==> src/cdb_pkg.sv <==
// Shared constants and the result word type for the CDB writeback path
// Unit 0 is the maximum-priority unit, units 1 to EU_N-1 are ordinary units
// EU_IDX_W must be wide enough to index the ordinary units
package cdb_pkg;

    // Execution units on the bus, the maximum-priority unit included
    localparam int EU_N = 5;

    // Width of a served-unit index
    localparam int EU_IDX_W = 3;

    // Width of the result word
    localparam int XLEN = 32;

    // Width of a ROB entry index
    localparam int ROB_IDX_W = 4;

    // Width of an exception code
    localparam int EXCEPT_W = 6;

    // Exception view of the result word
    // Code sits in the low bits, the pad fills the rest
    typedef struct packed {
        logic [XLEN-EXCEPT_W-1:0] pad;
        logic [EXCEPT_W-1:0]      code;
    } cdb_except_t;

    // Result word as it travels on the bus
    // The exception flag beside the word picks the view
    // Flag low means value, flag high means exc
    typedef union packed {
        logic [XLEN-1:0] value;
        cdb_except_t     exc;
    } cdb_word_u;

endpackage
==> src/cdb_top.sv <==
// CDB writeback path, arbiter plus mux plus registered output stage
// One cycle from an accepted unit transfer to rob_valid_o
// Ordinary unit k uses bit k-1 of valid_i and ready_o and slot k-1 of the buses
`timescale 1ns/1ps

module cdb_top
    import cdb_pkg::*;
(
    input  logic                          clk_i,
    input  logic                          rst_n_i,
    input  logic                          flush_i,

    // Maximum-priority unit
    input  logic                          max_prio_valid_i,
    input  logic [ROB_IDX_W-1:0]          max_prio_rob_idx_i,
    input  logic                          max_prio_except_i,
    input  cdb_word_u                     max_prio_word_i,
    output logic                          max_prio_ready_o,

    // Ordinary units
    input  logic [EU_N-2:0]               valid_i,
    input  logic [(EU_N-1)*ROB_IDX_W-1:0] rob_idx_i,
    input  logic [EU_N-2:0]               except_i,
    input  logic [(EU_N-1)*XLEN-1:0]      word_i,
    output logic [EU_N-2:0]               ready_o,

    // ROB side
    output logic                          rob_valid_o,
    output logic [ROB_IDX_W-1:0]          rob_idx_o,
    output logic                          rob_except_o,
    output cdb_word_u                     rob_word_o,
    input  logic                          rob_ready_i
);

    // Arbiter selection
    logic                 grant_valid;
    logic                 served_max_prio;
    logic [EU_IDX_W-1:0]  served;

    // Stage back-pressure toward the arbiter
    logic                 stage_ready;

    // Routed payload
    logic [ROB_IDX_W-1:0] sel_rob_idx;
    logic                 sel_except;
    cdb_word_u            sel_word;

    cdb_arbiter cdb_arbiter_inst (
        .clk_i             (clk_i),
        .rst_n_i           (rst_n_i),
        .flush_i           (flush_i),
        .max_prio_valid_i  (max_prio_valid_i),
        .max_prio_ready_o  (max_prio_ready_o),
        .valid_i           (valid_i),
        .ready_o           (ready_o),
        .stage_ready_i     (stage_ready),
        .grant_valid_o     (grant_valid),
        .served_max_prio_o (served_max_prio),
        .served_o          (served)
    );

    cdb_mux cdb_mux_inst (
        .max_prio_rob_idx_i (max_prio_rob_idx_i),
        .max_prio_except_i  (max_prio_except_i),
        .max_prio_word_i    (max_prio_word_i),
        .rob_idx_i          (rob_idx_i),
        .except_i           (except_i),
        .word_i             (word_i),
        .served_max_prio_i  (served_max_prio),
        .served_i           (served),
        .sel_rob_idx_o      (sel_rob_idx),
        .sel_except_o       (sel_except),
        .sel_word_o         (sel_word)
    );

    cdb_out_reg cdb_out_reg_inst (
        .clk_i         (clk_i),
        .rst_n_i       (rst_n_i),
        .flush_i       (flush_i),
        .in_valid_i    (grant_valid),
        .in_rob_idx_i  (sel_rob_idx),
        .in_except_i   (sel_except),
        .in_word_i     (sel_word),
        .stage_ready_o (stage_ready),
        .rob_valid_o   (rob_valid_o),
        .rob_idx_o     (rob_idx_o),
        .rob_except_o  (rob_except_o),
        .rob_word_o    (rob_word_o),
        .rob_ready_i   (rob_ready_i)
    );

endmodule

==> src/cdb_out_reg.sv <==
// Single-entry output stage toward the ROB
// stage_ready_o passes rob_ready_i through when full, so one result per cycle
// Content is held stable while the ROB stalls
`timescale 1ns/1ps

module cdb_out_reg
    import cdb_pkg::*;
(
    input  logic                 clk_i,
    input  logic                 rst_n_i,
    input  logic                 flush_i,

    // From the arbiter and the mux
    input  logic                 in_valid_i,
    input  logic [ROB_IDX_W-1:0] in_rob_idx_i,
    input  logic                 in_except_i,
    input  cdb_word_u            in_word_i,
    output logic                 stage_ready_o,

    // Toward the ROB
    output logic                 rob_valid_o,
    output logic [ROB_IDX_W-1:0] rob_idx_o,
    output logic                 rob_except_o,
    output cdb_word_u            rob_word_o,
    input  logic                 rob_ready_i
);

    // Entry holds a result not yet taken by the ROB
    logic                 full_q;

    // Entry content
    logic [ROB_IDX_W-1:0] idx_q;
    logic                 except_q;
    cdb_word_u            word_q;

    // New result written this cycle
    logic                 load;

    // Empty, or the ROB drains the entry in this same cycle
    assign stage_ready_o = !full_q || rob_ready_i;

    assign load = in_valid_i && stage_ready_o && !flush_i;

    // Full flag
    always_ff @(posedge clk_i or negedge rst_n_i) begin
        if (!rst_n_i) begin
            full_q <= 1'b0;
        end else if (flush_i) begin
            // Drop whatever the stage holds
            full_q <= 1'b0;
        end else if (load) begin
            full_q <= 1'b1;
        end else if (rob_ready_i) begin
            full_q <= 1'b0;
        end
    end

    // Payload
    always_ff @(posedge clk_i) begin
        if (load) begin
            idx_q    <= in_rob_idx_i;
            except_q <= in_except_i;
            word_q   <= in_word_i;
        end
    end

    assign rob_valid_o  = full_q;
    assign rob_idx_o    = idx_q;
    assign rob_except_o = except_q;
    assign rob_word_o   = word_q;

endmodule

==> src/cdb_mux.sv <==
// CDB payload multiplexer
// Unit k (1 to EU_N-1) owns slot k-1 of each flattened bus
// An out-of-range served index routes zeros
`timescale 1ns/1ps

module cdb_mux
    import cdb_pkg::*;
(
    // Maximum-priority unit payload
    input  logic [ROB_IDX_W-1:0]          max_prio_rob_idx_i,
    input  logic                          max_prio_except_i,
    input  cdb_word_u                     max_prio_word_i,

    // Ordinary unit payloads, flattened by slot
    input  logic [(EU_N-1)*ROB_IDX_W-1:0] rob_idx_i,
    input  logic [EU_N-2:0]               except_i,
    input  logic [(EU_N-1)*XLEN-1:0]      word_i,

    // Selection from the arbiter
    input  logic                          served_max_prio_i,
    input  logic [EU_IDX_W-1:0]           served_i,

    // Payload toward the output stage
    output logic [ROB_IDX_W-1:0]          sel_rob_idx_o,
    output logic                          sel_except_o,
    output cdb_word_u                     sel_word_o
);

    always_comb begin
        sel_rob_idx_o    = '0;
        sel_except_o     = 1'b0;
        sel_word_o.value = '0;
        if (served_max_prio_i) begin
            // Maximum-priority unit overrides any ordinary selection
            sel_rob_idx_o = max_prio_rob_idx_i;
            sel_except_o  = max_prio_except_i;
            sel_word_o    = max_prio_word_i;
        end else begin
            // Slot lookup by compare, no wide shifter
            for (int k = 0; k < EU_N - 1; k++) begin
                if (served_i == EU_IDX_W'(k)) begin
                    sel_rob_idx_o    = rob_idx_i[k*ROB_IDX_W +: ROB_IDX_W];
                    sel_except_o     = except_i[k];
                    sel_word_o.value = word_i[k*XLEN +: XLEN];
                end
            end
        end
    end

endmodule

==> src/cdb_arbiter.sv <==
// Batch-fair CDB arbiter with one pre-empting maximum-priority unit
// Units must hold valid until their transfer, a batch entry is never dropped
// served_o indexes the ordinary units from 0, so bit k-1 of valid_i is unit k
`timescale 1ns/1ps

module cdb_arbiter
    import cdb_pkg::*;
(
    input  logic                clk_i,
    input  logic                rst_n_i,
    input  logic                flush_i,

    // Maximum-priority unit handshake
    input  logic                max_prio_valid_i,
    output logic                max_prio_ready_o,

    // Ordinary unit handshakes
    input  logic [EU_N-2:0]     valid_i,
    output logic [EU_N-2:0]     ready_o,

    // Output stage can take a result this cycle
    input  logic                stage_ready_i,

    // Selection toward the mux and the output stage
    output logic                grant_valid_o,
    output logic                served_max_prio_o,
    output logic [EU_IDX_W-1:0] served_o
);

    // Requests still waiting from the current batch
    logic [EU_N-2:0]     pend_q;

    // Candidate set, either the batch or the live requests
    logic [EU_N-2:0]     cand;

    // Encoded and one-hot winner among the ordinary units
    logic [EU_IDX_W-1:0] enc;
    logic                enc_valid;
    logic [EU_N-2:0]     ord_grant;

    // A result moves into the output stage
    logic                accept;

    // New batch only once the old one is empty
    assign cand = (|pend_q) ? pend_q : valid_i;

    prio_enc #(
        .N (EU_N - 1)
    ) prio_enc_inst (
        .lines_i (cand),
        .enc_o   (enc),
        .valid_o (enc_valid)
    );

    // Back to one-hot for masking and for the ready lines
    always_comb begin
        ord_grant = '0;
        for (int k = 0; k < EU_N - 1; k++) begin
            if (enc_valid && (enc == EU_IDX_W'(k))) begin
                ord_grant[k] = 1'b1;
            end
        end
    end

    // Nothing is granted in a flush cycle
    assign grant_valid_o     = !flush_i && (max_prio_valid_i || enc_valid);
    assign served_max_prio_o = max_prio_valid_i;
    assign served_o          = enc;

    assign accept = grant_valid_o && stage_ready_i;

    // Maximum-priority unit waits for the stage like the others
    assign max_prio_ready_o = !flush_i && max_prio_valid_i && stage_ready_i;

    // Ordinary winner gets ready only when not pre-empted
    always_comb begin
        ready_o = '0;
        if (!flush_i && !max_prio_valid_i && stage_ready_i) begin
            ready_o = ord_grant;
        end
    end

    // Batch register
    // Updated only on an accepted ordinary transfer so a stalled grant stays pending
    // A maximum-priority transfer leaves the batch as it was
    always_ff @(posedge clk_i or negedge rst_n_i) begin
        if (!rst_n_i) begin
            pend_q <= '0;
        end else if (flush_i) begin
            pend_q <= '0;
        end else if (accept && !max_prio_valid_i) begin
            pend_q <= cand & ~ord_grant;
        end
    end

endmodule

==> src/prio_enc.sv <==
// Priority encoder, the lowest set line wins
// N must not exceed 2**EU_IDX_W
// enc_o is zero when no line is set
`timescale 1ns/1ps

module prio_enc
    import cdb_pkg::*;
#(
    parameter int N = EU_N - 1
) (
    input  logic [N-1:0]        lines_i,
    output logic [EU_IDX_W-1:0] enc_o,
    output logic                valid_o
);

    always_comb begin
        enc_o   = '0;
        valid_o = 1'b0;
        // Scan from the top so the lowest set line is written last
        for (int i = N - 1; i >= 0; i--) begin
            if (lines_i[i]) begin
                enc_o   = EU_IDX_W'(i);
                valid_o = 1'b1;
            end
        end
    end

endmodule

==> config.mk <==
export PLATFORM = sky130hd
export DESIGN_NAME = cdb_top
export DESIGN_NICKNAME = d
export VERILOG_FILES = /design/src/cdb_pkg.sv /design/src/cdb_top.sv /design/src/cdb_out_reg.sv /design/src/cdb_mux.sv /design/src/cdb_arbiter.sv /design/src/prio_enc.sv
export SDC_FILE = /design/constraint.sdc
export NUM_CORES = 1
export LEC_CHECK = 0
export ABC_AREA = 1
export BUFFER_PORTS_ARGS = -buffer_cell sky130_fd_sc_hd__buf_2
export CAP_MARGIN = 0
export CORE_AREA = 3 3 90 92
export CTS_BUF_LIST = sky130_fd_sc_hd__clkbuf_8
export DETAILED_ROUTE_END_ITERATION = 16
export DIE_AREA = 0 0 93 95
export PLACE_DENSITY = 0.91
export RECOVER_POWER = 25
export SLEW_MARGIN = 20
export SYNTH_ARGS = -nofsm -noshare
export SYNTH_HDL_FRONTEND = slang
export SYNTH_HIERARCHICAL = 1
export SYNTH_SLANG_ARGS = --single-unit
==> constraint.sdc <==
create_clock -name clk_i -period 8.32 [get_ports clk_i]
set_clock_uncertainty 0.2 [all_clocks]
set_input_delay 0 -clock clk_i [delete_from_list [all_inputs] [get_ports clk_i]]
set_output_delay 0 -clock clk_i [all_outputs]
set_load 0.01 [all_outputs]
==> flow_summary.ini <==
[die]
num_rows = 31
initial_core_util_pct = 47.58
coreArea_sq_um = 7292
ios = 237
die_h_um = 95
die_area_sq_um = 8835
fp.dieW_um = 93

[worst_setup_path]
reg2reg_depth = 12
critical_path.max_fanout = 36
arrival_ps = 3470
rr_endpoint = cdb_out_reg_inst/rob_idx_o[2]
worstSetupPathType = reg -> reg
max_stage_delay_ps = 560
r2r_slack_ps = 4700
end_kind = flop
cp_common_cell = nand2_1
worst_setup_path_start_kind = flop
r2r_start = cdb_arbiter_inst/pend_q[1]
cp_slowest_cell = dlygate4sd3_1
startpoint = cdb_arbiter_inst/pend_q[1]
cp_top_family = simple AND/OR/NAND/NOR gates
critPathBufInv = 2
cp_cell_sequence = nor2_2 -> nand3_1 -> nand2_1 -> nand2_1 -> a21oi_4 -> buf_4 -> nor2_4 -> nand3_1 -> nand2_1 -> o21ai_1 -> nand2_1 -> dlygate4sd3_1
crit_required_ps = 8170

[hold_path]
min_from = valid_i[1]
min_to = cdb_arbiter_inst/pend_q[0]
hold_path.class = in -> reg
worstHoldPathCells = 7

[logic_synthesis]
synth_top_area_share_pct = 32.02
syn-cell-area_sq_um = 3470
synth_mux_area_share_pct = 0
yosys.area_share.xor_xnor_pct = 0
synth_compound_area_share_pct = 11.32
syn-num-nets = 729
yosysMostFrequentCell = nand2_1
synth-simple-area-share_pct = 41.11
synth_cell_types = 22
ys_warn_count = 6
synth-edff-count = 37
seq_area_frac_synth_pct = 35.63
async_flop_share_pct = 11.90
synthTopCellsByArea = edfxtp_1, nand2_1, nand3_1
synth_top_area_cell = edfxtp_1
synthCells = 535
synth_commonest_cells = nand2_1, nand3_1, inv_1
avgSynthCellArea_sq_um = 6.485
synth_adder_area_share_pct = 0
ys.flop_type = edfxtp_1
synth_top_family_by_area = simple AND/OR/NAND/NOR gates
ys_ff_latch = 42

[timing]
fin_crit_sh_pct = 43.56
slew_headroom_pct = 27.19
postLayoutSetupSlackWorst_ps = 4696
fin_tns_setup_ps = 0
fmax_mhz = 275.9
worst_pin_slew_ps = 1090
slew_viol_final = 0
finalCriticalPeriod_ps = 3624
hold_viol_final = 0
rsz0062_at_grt = false
setup_violations = 0

[routing]
wl_per_cell_um = 15.90
drc = 0
routed_wl_um = 14700
postRouteAntennaNets = 0
drt_iter0_drc = 380
first_pass_iters = 7
vias = 5159
routed_via_density = 5.577

[cts]
cts-root-buf = clkbuf_8
tritoncts = done
path_clk_slew_ps = 90
cts_sinks = 42
cts_resized = 0
htree_levels = 2
clock_path_buffers = 2
postCtsSetupBuffers = 0
cts_made_buffers = 5
clk-insertion-delay-late_ps = 290

[pwr]
power.density_nw_per_um2 = 267.8
p_leak_uw = 0.003069
ir_worst_vdd_uv = 172.9
power.total_uw = 1479

[cells_and_area]
area_growth_pct = 59.18
drive_gt1_share_pct = 28.69
nFillCells = 547
multi_input_area_sq_um = 1848
final_nets = 1019
diodes = 0
ff_latch_area_sq_um = 1236
stdcell_area_sq_um = 5523
fin_util_pct = 75.74

[placement]
preCtsSetupSlack_ps = 5423
placedInstanceArea_sq_um = 4641
port-buffer-count = 236
dpl.hpwl_um = 9148
routabilityCongestion = 0.9765

[global_route]
grtUsageMet1_pct = 33.48
antenna_found_initial = 0
grt_usage_pct = 31.86
grt_overflow = 0
grt_max_degree = 78
use_met2_pct = 58.25
grt_pass1_vias = 4959
grt_pass1_wl_um = 22130
grt.busiest_layer = met2
use_met3_pct = 7.729

[job]
maxCapViolCount = 0

[status]
status = completed
## cells in the final DEF, fill, tap and decap left out, drive strengths merged
cell type	count
nor3	5
inv	60
o21ai	38
nor2	21
edfxtp	37
conb	1
buf	210
dfrtp	5
dlygate4sd3	84
nand3	85
a21oi	39
clkbuf	36
nand2	169
nand4	36
## kinds of logic after synthesis
kind of cell / Yosys count
and+or+nand+nor: 316
buffers and inverters: 99
AOI/OAI and AO/OA: 77
DFF: 42
other: 1
## report_power, final
group | switching, uW | total [uW] | internal [uW]
Clock | 71.3 | 127 | 56.2
Sequential | 17.1 | 311 | 293
Combinational | 682 | 1040 | 359
Total | 770 | 1480 | 708
## layer usage
metal  vias to the layer above  wire (um)
li1                       2370          -
met3                        95       1727
met4                         0        778
met1                      2252       4789
met2                       442       7409
met5                         -          0
## repair_timing
| item | 4_1_cts | 5_1_grt |
|---|---|---|
| endpoints found under the setup margin | 0 | 0 |
| hold buffers | 84 | 0 |
| endpoints found under the hold margin | 47 | 0 |
## worst register-to-register path: stages, from the launching register on
cell	delay, ps
dfrtp_1	410
nor2_2	220
nand3_1	100
nand2_1	150
nand2_1	130
a21oi_4	390
buf_4	440
nor2_4	270
nand3_1	150
nand2_1	60
o21ai_1	200
nand2_1	110
dlygate4sd3_1	560
## state kept, by name, summed over array words and instances, names as in the netlist
name	cells
cdb_out_reg_inst/rob_word_o	32
cdb_arbiter_inst/pend_q	4
cdb_out_reg_inst/rob_valid_o	1
cdb_out_reg_inst/rob_idx_o	4
cdb_out_reg_inst/rob_except_o	1
## area by class of cell
type / count / area share (%)
timing repair buffer: 325 / 36.59
multi-input combinational: 394 / 33.46
sequential: 42 / 22.38
inverter: 57 / 3.874
tap: 99 / 2.243
clock buffer: 5 / 1.246
clock inverter: 3 / 0.2039
## per-stage QoR
step | instances | hold WS [ps]
floorplan | 535 | -495.6
global placement | 833 | -381.0
detailed placement | 833 | -379.9
CTS | 925 | 280.3
global route | 925 | 376.7
finish | 925 | 340.4
## how the worst max path moves through the flow
stage,end,slack [ps],cells after the start
2_1_floorplan,cdb_out_reg_inst/rob_except_o,5530,9
3_3_place_gp,cdb_out_reg_inst/rob_idx_o[2],5570,11
3_5_place_dp,cdb_out_reg_inst/rob_idx_o[2],5420,12
4_1_cts,cdb_out_reg_inst/rob_idx_o[2],4880,13
5_1_grt,cdb_out_reg_inst/rob_word_o[7],4530,12
6_report,cdb_out_reg_inst/rob_idx_o[2],4700,12
Power figures use the tool's default switching activity.
